**config.mk**
```make
export PLATFORM = sky130hd
export DESIGN_NAME = par_mem_top
export DESIGN_NICKNAME = d
export VERILOG_FILES = /design/src/rtl/mem_cfg_pkg.sv /design/src/rtl/mem_ctrl_pkg.sv /design/src/rtl/ram_port_if.sv /design/src/rtl/ipar_wrap.sv /design/src/rtl/par_ram.sv /design/src/rtl/mem_ctrl_fsm.sv /design/src/rtl/err_counter.sv /design/src/rtl/par_mem_top.sv
export SDC_FILE = /design/constraint.sdc
export NUM_CORES = 1
export LEC_CHECK = 0
export BUFFER_PORTS_ARGS = -buffer_cell sky130_fd_sc_hd__clkbuf_2
export CORE_AREA = 2 2 118 205
export CTS_CLUSTER_SIZE = 12
export DETAILED_ROUTE_END_ITERATION = 6
export DIE_AREA = 0 0 120 207
export GPL_ROUTABILITY_DRIVEN = 0
export PLACE_DENSITY = 0.82
export SLEW_MARGIN = 20
export SYNTH_ARGS = -nofsm -noshare
export SYNTH_HDL_FRONTEND = slang
export SYNTH_SLANG_ARGS = --single-unit
```
**constraint.sdc**
```tcl
create_clock -name rclk -period 3.49 [get_ports rclk]
set_clock_uncertainty 0.1 [all_clocks]
set_input_delay 0.349 -clock rclk [delete_from_list [all_inputs] [get_ports rclk]]
set_output_delay 0.349 -clock rclk [all_outputs]
set_load 0.005 [all_outputs]
```
**src/rtl/mem_cfg_pkg.sv**
```systemverilog
// ----------------------------------------------------------
// memory geometry package
// word, parity, address and counter widths shared by the
// parity protected memory and its controller
// ----------------------------------------------------------

package mem_cfg_pkg;

  // user data width in bits
  localparam int DWIDTH = 16;

  // number of interleaved parity groups, which must be even
  localparam int PWIDTH = 2;

  // stored word holds the parity bits on top of the data
  localparam int TWIDTH = DWIDTH + PWIDTH;

  // sixteen words need four address bits
  localparam int AWIDTH = 4;
  localparam int DEPTH = 16;

  // parity error counter width, saturates at all ones
  localparam int CWIDTH = 8;

endpackage

```
**src/rtl/mem_ctrl_pkg.sv**
```systemverilog
// ----------------------------------------------------------
// memory controller package
// command opcodes and controller FSM state encodings
// ----------------------------------------------------------

package mem_ctrl_pkg;

  // commands carried on the request port
  typedef enum logic [1:0] {
    OP_WRITE = 2'd0,
    OP_READ  = 2'd1,
    OP_CLEAR = 2'd2
  } opcode_e;

  // one command is in flight from ST_ACCESS to ST_RESP
  typedef enum logic [2:0] {
    ST_IDLE      = 3'd0,
    ST_ACCESS    = 3'd1,
    ST_WAIT_DATA = 3'd2,
    ST_WAIT_ERR  = 3'd3,
    ST_RESP      = 3'd4
  } state_e;

endpackage

```
**src/rtl/ram_port_if.sv**
```systemverilog
// ----------------------------------------------------------
// RAM port interface
// enables, address and parity protected data between the
// controller, the parity wrapper and the RAM array
// ----------------------------------------------------------

`timescale 1ns/1ps

interface ram_port_if;

  logic                           we;
  logic                           re;
  logic [mem_cfg_pkg::AWIDTH-1:0] addr;
  // stored words carry the parity bits in the top PWIDTH bits
  logic [mem_cfg_pkg::TWIDTH-1:0] wdata;
  logic [mem_cfg_pkg::TWIDTH-1:0] rdata;

  // controller side owns the access strobes and the address
  modport ctl (output we, re, addr);

  // parity wrapper builds the stored word and checks it on return
  modport enc (output wdata, input rdata);

  // the array consumes everything and returns the read word
  modport mem (input we, re, addr, wdata, output rdata);

endinterface

```
**src/rtl/ipar_wrap.sv**
```systemverilog
// ----------------------------------------------------------
// interleaved parity wrapper
// adds one odd parity bit per interleaved data group on the
// write path and checks the groups on the read path, giving
// a registered error one cycle after the read data returns
// ----------------------------------------------------------

`timescale 1ns/1ps

module ipar_wrap #(
  parameter int DWIDTH = mem_cfg_pkg::DWIDTH,
  parameter int PWIDTH = mem_cfg_pkg::PWIDTH
) (
  input  logic              rclk,
  input  logic              rclk_rst_n,
  input  logic [DWIDTH-1:0] mem_wdata_in,
  input  logic              cfg_errorinj,
  input  logic              re,
  output logic [DWIDTH-1:0] mem_rdata_out,
  output logic              error,
  ram_port_if.enc           ram
);

  localparam int TWIDTH = DWIDTH + PWIDTH;
  // bits per group, rounded up so the last group is zero padded
  localparam int XWIDTH = (DWIDTH + PWIDTH - 1) / PWIDTH;

  logic                           re_q;
  logic [PWIDTH*XWIDTH-1:0]       wpad;
  logic [PWIDTH*XWIDTH-1:0]       rpad;
  logic [PWIDTH-1:0][XWIDTH-1:0]  wgrp;
  logic [PWIDTH-1:0][XWIDTH-1:0]  rgrp;
  logic [PWIDTH-1:0]              wpar;
  logic [PWIDTH-1:0]              rpar;
  logic [PWIDTH-1:0]              grp_err;

  // ----------------------------------------------------------
  // group split, parity generation and check
  // ----------------------------------------------------------
  always_comb begin
    wpad = '0;
    wpad[DWIDTH-1:0] = mem_wdata_in;
    rpad = '0;
    rpad[DWIDTH-1:0] = ram.rdata[DWIDTH-1:0];
    rpar = ram.rdata[TWIDTH-1:DWIDTH];
    // group g takes every PWIDTH-th bit starting at bit g
    for (int g = 0; g < PWIDTH; g++) begin
      for (int x = 0; x < XWIDTH; x++) begin
        wgrp[g][x] = wpad[g + x * PWIDTH];
        rgrp[g][x] = rpad[g + x * PWIDTH];
      end
    end
    // injection only corrupts the parity computation, the data stays clean
    wgrp[0][0] = wgrp[0][0] ^ cfg_errorinj;
    for (int g = 0; g < PWIDTH; g++) begin
      // odd parity so an all zero word still stores a one per group
      wpar[g] = ~^wgrp[g];
      // an even count of ones over group plus parity is an error
      grp_err[g] = ~^{rpar[g], rgrp[g]};
    end
  end

  assign ram.wdata = {wpar, mem_wdata_in};
  assign mem_rdata_out = ram.rdata[DWIDTH-1:0];

  // read data comes back one cycle after re, so the check uses re delayed
  always_ff @(posedge rclk or negedge rclk_rst_n) begin
    if (!rclk_rst_n) begin
      re_q <= 1'b0;
      error <= 1'b0;
    end else begin
      re_q <= re;
      error <= (|grp_err) & re_q;
    end
  end

  // the interleave needs an even group count to pair the data bits
  a_even_pwidth: assert property (@(posedge rclk) (PWIDTH % 2) == 0);

  // a cycle without a read can never raise the error two cycles later
  a_err_needs_re: assert property (
    @(posedge rclk) disable iff (!rclk_rst_n) !re |-> ##2 !error
  );

endmodule

```
**src/rtl/par_ram.sv**
```systemverilog
// ----------------------------------------------------------
// parity RAM
// single port synchronous array of data plus parity words
// with a registered read one cycle after re
// ----------------------------------------------------------

`timescale 1ns/1ps

module par_ram (
  input  logic    rclk,
  ram_port_if.mem ram
);

  logic [mem_cfg_pkg::TWIDTH-1:0] mem [mem_cfg_pkg::DEPTH];

  // write on we, and register the addressed word on re
  always_ff @(posedge rclk) begin
    if (ram.we) begin
      mem[ram.addr] <= ram.wdata;
    end
    if (ram.re) begin
      ram.rdata <= mem[ram.addr];
    end
  end

  // single port, so the controller must never ask for both at once
  a_no_rw_collision: assert property (@(posedge rclk) !(ram.we && ram.re));

endmodule

```
**src/rtl/mem_ctrl_fsm.sv**
```systemverilog
// ----------------------------------------------------------
// memory command controller
// accepts write, read and clear commands, runs the RAM
// access, collects read data and parity error, and holds the
// response until the requester takes it
// ----------------------------------------------------------

`timescale 1ns/1ps

module mem_ctrl_fsm (
  input  logic                           rclk,
  input  logic                           rclk_rst_n,
  // request port
  input  logic                           req_valid,
  output logic                           req_ready,
  input  mem_ctrl_pkg::opcode_e          req_op,
  input  logic [mem_cfg_pkg::AWIDTH-1:0] req_addr,
  input  logic [mem_cfg_pkg::DWIDTH-1:0] req_wdata,
  // response port
  output logic                           rsp_valid,
  input  logic                           rsp_ready,
  output logic [mem_cfg_pkg::DWIDTH-1:0] rsp_rdata,
  output logic                           rsp_err,
  // RAM strobes and parity wrapper data
  ram_port_if.ctl                        ram,
  output logic [mem_cfg_pkg::DWIDTH-1:0] wr_data,
  output logic                           rd_en,
  input  logic [mem_cfg_pkg::DWIDTH-1:0] rd_data,
  input  logic                           par_err,
  // error counter clear
  output logic                           clr
);

  mem_ctrl_pkg::state_e           state;
  mem_ctrl_pkg::state_e           state_nxt;
  mem_ctrl_pkg::opcode_e          op_q;
  logic [mem_cfg_pkg::AWIDTH-1:0] addr_q;
  logic [mem_cfg_pkg::DWIDTH-1:0] wdata_q;
  logic                           accept;
  logic                           in_access;

  assign req_ready = (state == mem_ctrl_pkg::ST_IDLE);
  assign accept = req_valid && req_ready;
  assign rsp_valid = (state == mem_ctrl_pkg::ST_RESP);
  assign in_access = (state == mem_ctrl_pkg::ST_ACCESS);

  // ----------------------------------------------------------
  // state register and next state
  // ----------------------------------------------------------
  always_ff @(posedge rclk or negedge rclk_rst_n) begin
    if (!rclk_rst_n) begin
      state <= mem_ctrl_pkg::ST_IDLE;
    end else begin
      state <= state_nxt;
    end
  end

  always_comb begin
    state_nxt = state;
    case (state)
      mem_ctrl_pkg::ST_IDLE: begin
        if (req_valid) begin
          state_nxt = mem_ctrl_pkg::ST_ACCESS;
        end
      end
      // only reads wait for the RAM and then for the registered check
      mem_ctrl_pkg::ST_ACCESS: begin
        if (op_q == mem_ctrl_pkg::OP_READ) begin
          state_nxt = mem_ctrl_pkg::ST_WAIT_DATA;
        end else begin
          state_nxt = mem_ctrl_pkg::ST_RESP;
        end
      end
      mem_ctrl_pkg::ST_WAIT_DATA: state_nxt = mem_ctrl_pkg::ST_WAIT_ERR;
      mem_ctrl_pkg::ST_WAIT_ERR:  state_nxt = mem_ctrl_pkg::ST_RESP;
      mem_ctrl_pkg::ST_RESP: begin
        if (rsp_ready) begin
          state_nxt = mem_ctrl_pkg::ST_IDLE;
        end
      end
      default: state_nxt = mem_ctrl_pkg::ST_IDLE;
    endcase
  end

  // ----------------------------------------------------------
  // command and response payload
  // ----------------------------------------------------------
  always_ff @(posedge rclk) begin
    if (accept) begin
      op_q <= req_op;
      addr_q <= req_addr;
      wdata_q <= req_wdata;
      // writes and clears answer with zero data and no error
      rsp_rdata <= '0;
      rsp_err <= 1'b0;
    end
    // RAM word is on rd_data one cycle after re
    if (state == mem_ctrl_pkg::ST_WAIT_DATA) begin
      rsp_rdata <= rd_data;
    end
    // the wrapper's registered error lags the data by one more cycle
    if (state == mem_ctrl_pkg::ST_WAIT_ERR) begin
      rsp_err <= par_err;
    end
  end

  // strobes last exactly the one ST_ACCESS cycle
  assign ram.we = in_access && (op_q == mem_ctrl_pkg::OP_WRITE);
  assign ram.re = in_access && (op_q == mem_ctrl_pkg::OP_READ);
  assign ram.addr = addr_q;
  assign rd_en = ram.re;
  assign clr = in_access && (op_q == mem_ctrl_pkg::OP_CLEAR);
  assign wr_data = wdata_q;

  // a stalled response keeps its valid and its payload
  a_rsp_hold: assert property (
    @(posedge rclk) disable iff (!rclk_rst_n)
    rsp_valid && !rsp_ready |=> rsp_valid && $stable(rsp_rdata) && $stable(rsp_err)
  );

  // ready only comes back once the pending response has been taken
  a_one_in_flight: assert property (
    @(posedge rclk) disable iff (!rclk_rst_n)
    !req_ready && !(rsp_valid && rsp_ready) |=> !req_ready
  );

endmodule

```
**src/rtl/err_counter.sv**
```systemverilog
// ----------------------------------------------------------
// parity error counter
// saturating event counter, a clear wins over an increment
// ----------------------------------------------------------

`timescale 1ns/1ps

module err_counter (
  input  logic                           rclk,
  input  logic                           rclk_rst_n,
  input  logic                           inc,
  input  logic                           clr,
  output logic [mem_cfg_pkg::CWIDTH-1:0] count
);

  always_ff @(posedge rclk or negedge rclk_rst_n) begin
    if (!rclk_rst_n) begin
      count <= '0;
    end else if (clr) begin
      count <= '0;
    end else if (inc && (count != '1)) begin
      // stick at all ones once the counter is full
      count <= count + 1'b1;
    end
  end

  // without a clear the count can only hold or grow
  a_monotonic: assert property (
    @(posedge rclk) disable iff (!rclk_rst_n) !clr |=> count >= $past(count)
  );

endmodule

```
**src/rtl/par_mem_top.sv**
```systemverilog
// ----------------------------------------------------------
// parity protected memory top level
// controller, interleaved parity wrapper, RAM array and
// error counter behind plain request and response ports
// ----------------------------------------------------------

`timescale 1ns/1ps

module par_mem_top (
  input  logic                           rclk,
  input  logic                           rclk_rst_n,
  input  logic                           req_valid,
  output logic                           req_ready,
  input  logic [1:0]                     req_op,
  input  logic [mem_cfg_pkg::AWIDTH-1:0] req_addr,
  input  logic [mem_cfg_pkg::DWIDTH-1:0] req_wdata,
  output logic                           rsp_valid,
  input  logic                           rsp_ready,
  output logic [mem_cfg_pkg::DWIDTH-1:0] rsp_rdata,
  output logic                           rsp_err,
  input  logic                           cfg_errorinj,
  output logic [mem_cfg_pkg::CWIDTH-1:0] err_count
);

  logic [mem_cfg_pkg::DWIDTH-1:0] wr_data;
  logic [mem_cfg_pkg::DWIDTH-1:0] rd_data;
  logic                           rd_en;
  logic                           par_err;
  logic                           clr;

  ram_port_if ram_if ();

  mem_ctrl_fsm u_ctrl (
    .rclk       (rclk),
    .rclk_rst_n (rclk_rst_n),
    .req_valid  (req_valid),
    .req_ready  (req_ready),
    .req_op     (mem_ctrl_pkg::opcode_e'(req_op)),
    .req_addr   (req_addr),
    .req_wdata  (req_wdata),
    .rsp_valid  (rsp_valid),
    .rsp_ready  (rsp_ready),
    .rsp_rdata  (rsp_rdata),
    .rsp_err    (rsp_err),
    .ram        (ram_if.ctl),
    .wr_data    (wr_data),
    .rd_en      (rd_en),
    .rd_data    (rd_data),
    .par_err    (par_err),
    .clr        (clr)
  );

  ipar_wrap #(
    .DWIDTH (mem_cfg_pkg::DWIDTH),
    .PWIDTH (mem_cfg_pkg::PWIDTH)
  ) u_par (
    .rclk          (rclk),
    .rclk_rst_n    (rclk_rst_n),
    .mem_wdata_in  (wr_data),
    .cfg_errorinj  (cfg_errorinj),
    .re            (rd_en),
    .mem_rdata_out (rd_data),
    .error         (par_err),
    .ram           (ram_if.enc)
  );

  par_ram u_ram (
    .rclk (rclk),
    .ram  (ram_if.mem)
  );

  // the same error pulse feeds the response and the counter
  err_counter u_cnt (
    .rclk       (rclk),
    .rclk_rst_n (rclk_rst_n),
    .inc        (par_err),
    .clr        (clr),
    .count      (err_count)
  );

endmodule

```
Yosys cells after proc, flatten, opt, wreduce, memory -nomap -nowiden. Memory sizes are Yosys's and may differ from the RTL's. A register that Yosys moved wholly into a read port is not among the register bits. Cells that the tools add are included.

Muxes and demuxes: 12. Equality and inequality tests: 9. Add/subtract/negate cells: 1. Bitwise logic cells: 2. Reduce and logical (&&, ||, !) cells: 16.

Operators by type and width (number): two-way mux 16 bit (2); XNOR reduction 9 bit (2); two-way mux 8 bit (2); XNOR reduction 8 bit (2); one-hot mux 3 bit (5 select lines) (1); two-way mux 3 bit (3); adder 8 x 1 -> 8 bit (second input constant) (1); inequality test 8 bit (second input constant) (1); equality test 3 x 2 -> 1 bit (second input constant) (2); nonzero test 2 bit (3); logical AND 1 bit (5); two-way mux 1 bit (4); equality test 3 x 1 -> 1 bit (second input constant) (1); equality test 3 bit (second input constant) (1); logical NOT 3 bit (1); equality test 2 x 1 -> 1 bit (second input constant) (1); equality test 2 bit (second input constant) (1); logical NOT 2 bit (1); inequality test 2 x 1 -> 1 bit (second input constant) (1); inequality test 2 bit (second input constant) (1); AND reduction 2 bit (1); OR reduction 2 bit (1); bitwise AND 1 bit (1); bitwise XOR 1 bit (1).

Word-level logic and storage cells: 50. Memories: 1. Register bits after elaboration: 52. Output and inout port bits: 27. Memory bits (writable): 288. Bits of input ports: 27.

Memories: u_ram.mem (depth 16, width 18, read ports 1, clocked after Yosys merged registers in 1, wr ports 1, RTL line par_ram.sv:14) `logic [mem_cfg_pkg::TWIDTH-1:0] mem [mem_cfg_pkg::DEPTH];`.

Logic depth before layout (Yosys ltp).
Depth after elaboration: 4. Depth in mapped cells: 6. Mapped depth without buffers: 5.

Hierarchy. From an unflattened synthesis, not the netlist that was laid out.

Cell total of the unflattened synthesis: 682. Area, all modules: 14076.0 um^2.

Modules (own cells, without submodules): par_ram (cells each 484, area each 11488.5 um^2, times used 1); mem_ctrl_fsm (cells each 85, area each 1536.5 um^2, times used 1); ipar_wrap (cells each 64, area each 586.8 um^2, times used 1); err_counter (cells each 49, area each 464.2 um^2, times used 1).

Worst setup path before layout. No wires, ideal clock.

Kind: register to register. From: reg u_ctrl.state[1]. To: mem u_ram.mem[8][0] (netlist name) (enable). Data arrival time: 2.397 ns. Path buffers: 1. Path slack: 0.577 ns. Cell stages (with the launch flop): 6. Required time: 2.974 ns. Cells stage by stage: dfrtp_1 -> buf_2 -> nor4b_4 -> nor3b_2 -> nand2_1 -> nor3_1.

Longest elaborated chain between the ends: 4.

RTL lines: start: declaration (RTL line mem_ctrl_fsm.sv:34) `mem_ctrl_pkg::state_e state;`; start signal: assignment (RTL line mem_ctrl_fsm.sv:52) `state <= mem_ctrl_pkg::ST_IDLE;`; start signal: assignment (RTL line mem_ctrl_fsm.sv:54) `state <= state_nxt;`; equality test 3 x 1 -> 1 bit (RTL line mem_ctrl_fsm.sv:45) `assign in_access = (state == mem_ctrl_pkg::ST_ACCESS);`; logical AND 1 bit (RTL line mem_ctrl_fsm.sv:108) `assign ram.we = in_access && (op_q == mem_ctrl_pkg::OP_WRITE);`; two-way mux 1 bit (RTL line par_ram.sv:18) `if (ram.we) begin`; two-way mux 1 bit (implied by the code) (RTL line par_ram.sv:19) `mem[ram.addr] <= ram.wdata;`; end: declaration (RTL line par_ram.sv:14).

No other way between the ends.

Final worst setup path.
From: reg u_ctrl.state[1]. To: mem u_ram.mem[14][13] (netlist name) (enable).

Same word-level chain as after synthesis.

==> impl_metrics.tcl <==
set metrics [dict create \
    busiest_layer "met2" \
    fin_nets 790 \
    muxShareOfSynthArea 0.1191 \
    crit_path_max_fanout 18 \
    synth-xor-area-share 0.02311 \
    finalCriticalPeriod_ns 2.802 \
    grt.total_usage 0.2275 \
    tightestPinTransition_ns 1.031 \
    dr.pass1.iters 5 \
    ir_drop_v 0.0004790 \
    htreeDepth 2 \
    initial_core_util 0.5895 \
    drive_gt1_frac 0.2868 \
    avgSynthCellArea_um2 21.37 \
    rsz0062_at_grt "false" \
    antennaDiodeCount 0 \
    cts_sinks 358 \
    synthAdderAreaFrac 0.0009132 \
    std_cell_rows 74 \
    synth_warnings 0 \
    ys_types 40 \
    avgRoutedWirePerCell_um 25.43 \
    wl_um 27420 \
    grt_use_met3 0.03221 \
    ys_seq_area_frac 0.7799 \
    postCtsResizedCells 0 \
    synth_edf_count 345 \
    startpoint_type "flip-flop" \
    p_per_area_nw_per_um2 692.0 \
    portBuffers 53 \
    netlist_area_um2 13700 \
    yosysTopAreaCell "edfxtp_1" \
    antenna_found_initial 0 \
    outcome "complete, no violations" \
    cts_buffer_depth 3 \
    fillers 1358 \
    die-height_um 207 \
    ys.flop_type "edfxtp_1" \
    cp.required_ns 3.51 \
    fin_crit_sh 0.8030 \
    ant_nets 0 \
    pin_count 54 \
    via_count 6707 \
    tns_ns 0 \
    dieWidth_um 120 \
    synth_top_family_by_area "multiplexers" \
    fp.coreArea_um2 23240 \
    maxCapViolCount 0 \
    grt_remaining_overflow 0 \
    cts_buffers 36 \
    cts_root_buf "clkbuf_16" \
    clkTransAtPathRegs_ns 0.06 \
    insertion_delay_ns 0.51 \
    ys_ff_latch 358 \
    cp.arrival_ns 2.82 \
    synth_cells 641 \
    setup_violations 0 \
    path_class "reg2reg" \
    drtIter0Drc 597 \
    min_path_type "in2reg" \
    synthSimpleGateAreaFrac 0.04046 \
    synth_compound_area_frac 0.02457 \
    grt_pass1_wl_um 41430 \
    drt-vias-per-instance 6.222 \
    async_flop_share 0.03631 \
    finalHoldViolCount 0 \
    synth.area.top_cells "edfxtp_1 (76%), mux4_2 (12%), dfrtp_1 (2.4%)" \
    cts_setup_buffers 0 \
    postLayoutCoreUtil 0.6774 \
    maxSlewViolCount 0 \
    end_kind "flip-flop" \
    grt_util_met1 0.2679 \
    first_global_vias 7026 \
    die_area_um2 24840 \
    cts_tree "built" \
    area_delta_synth_final_pct 14.90 \
    drc 0 \
    power_leakage_nw 5.221 \
    grt_start_max_net_pins 39 \
    slew_headroom 0.3117 \
    grt_use_met2 0.4089 \
    synth_top_area_frac 0.7562 \
    syn-num-nets 669 \
    hpwl_um 17000 \
    max_freq_ghz 0.3568 \
]
## state kept, by name (all words and copies together) (netlist names)
| name | cells |
|---|---|
| u_ctrl.rsp_err | 1 |
| u_ctrl.rsp_rdata | 16 |
| u_ctrl.ram.addr | 4 |
| u_par.error | 1 |
| u_ram.ram.rdata | 18 |
| u_cnt.count | 8 |
| u_ctrl.state | 3 |
| u_ram.mem | 288 |
| u_ctrl.wr_data | 16 |
| u_ctrl.op_q | 2 |
| u_par.re_q | 1 |
## stage by stage
| step | instances | power [mW] | cell area, um^2 | hold slack [ns] | setup WS [ns] |
|---|---|---|---|---|---|
| after floorplan | 641 | 6.863 | 13700 | -0.04659 | 0.5773 |
| after global placement | 1004 | 7.468 | 14510 | 0.1471 | 0.9003 |
| after detailed placement | 1004 | 7.563 | 14510 | 0.1637 | 0.7369 |
| after CTS | 1078 | 10.94 | 15740 | 0.1075 | 0.6563 |
| after global routing | 1078 | 11.26 | 15740 | 0.1228 | 0.5885 |
| final | 1078 | 10.89 | 15740 | 0.1232 | 0.6877 |
## path summary, 6_finish.rpt
kind,slack [ns],cells after the start,to,start
worst max-delay path,0.69,4,u_ram.mem[14][13],u_ctrl.state[1]
worst min-delay path,0.12,3,u_ctrl.rsp_err,req_valid
worst max register to register,0.69,4,u_ram.mem[14][13],u_ctrl.state[1]
worst min register to register,0.41,1,u_par.error,u_par.re_q
max in group asynchronous,2.85,2,u_par.error,rclk_rst_n
min in group asynchronous,0.18,2,u_par.re_q,rclk_rst_n
## cell usage in the layout, fill, tap and decap left out, drive strengths merged, types with 6 or more instances in the layout
cell         instances
and2                19
xnor2               27
mux4                72
a22oi               36
edfxtp             345
nand2               25
dfrtp               13
nor2b                6
clkbuf              99
dlygate4sd3         24
buf                 34
nor2                22
## kinds of logic (layout without fill, tap and decap cells)
| logic type | count (synthesis) | count (layout) |
|---|---|---|
| buffers and inverters | 29 | 162 |
| and+or+nand+nor | 100 | 100 |
| adders and majority gates | 1 | 1 |
| xor gates and xnor gates | 33 | 33 |
| AOI/OAI and AO/OA | 47 | 47 |
| DFF | 358 | 358 |
| muxes | 73 | 73 |
## cells in the mapped netlist (2+ instances only)
| cell | n |
|---|---|
| nor2b_1 | 6 |
| or2_2 | 3 |
| nand4_1 | 3 |
| clkbuf_1 | 9 |
| a21oi_1 | 4 |
| buf_6 | 5 |
| xor2_1 | 4 |
| xnor2_1 | 27 |
| nand3_1 | 3 |
| and2_1 | 19 |
| nor3_1 | 5 |
| nand2_1 | 25 |
| o21ai_0 | 2 |
| buf_2 | 11 |
| dfrtp_1 | 13 |
| nand2b_1 | 3 |
| buf_1 | 2 |
| a22oi_1 | 36 |
| nor3b_2 | 3 |
| xnor3_1 | 2 |
| nor2_1 | 22 |
| edfxtp_1 | 345 |
| mux4_2 | 72 |
## layout make-up
cell class	instances	area [um^2]	share of cell area
clock inverters	4	31.28	0.001987
inverters	1	3.754	0.0002384
well taps	304	380.4	0.02416
clock buffers	46	959.7	0.06096
flip-flops and latches	358	10690	0.6787
multi-input cells	254	2897	0.1840
repair buffers	111	785.8	0.04991
## critical path, cell delays in order (launching register included)
cell	delay [ns]
dfrtp_1	0.47
nor4b_4	0.48
nor3b_2	0.31
nand2_1	0.19
nor2_2	0.85
## where the power goes
part           internal (mW)  switching, mW
clock network           1.92           1.45
logic                  0.767           1.01
registers               5.41          0.339
## what timing repair did
action,4_1_cts,5_1_grt
endpoints found under the hold margin,36,0
setup endpoints to repair,0,0
hold buffers,24,0
## per-layer routing
| metal | vias to the layer above | wire length, um |
|---|---|---|
| li1 | 2853 | - |
| met1 | 3446 | 9434 |
| met2 | 336 | 15140 |
| met3 | 72 | 1625 |
| met4 | 0 | 1213 |
| met5 | - | 0 |
Power figures use the tool's default switching activity.
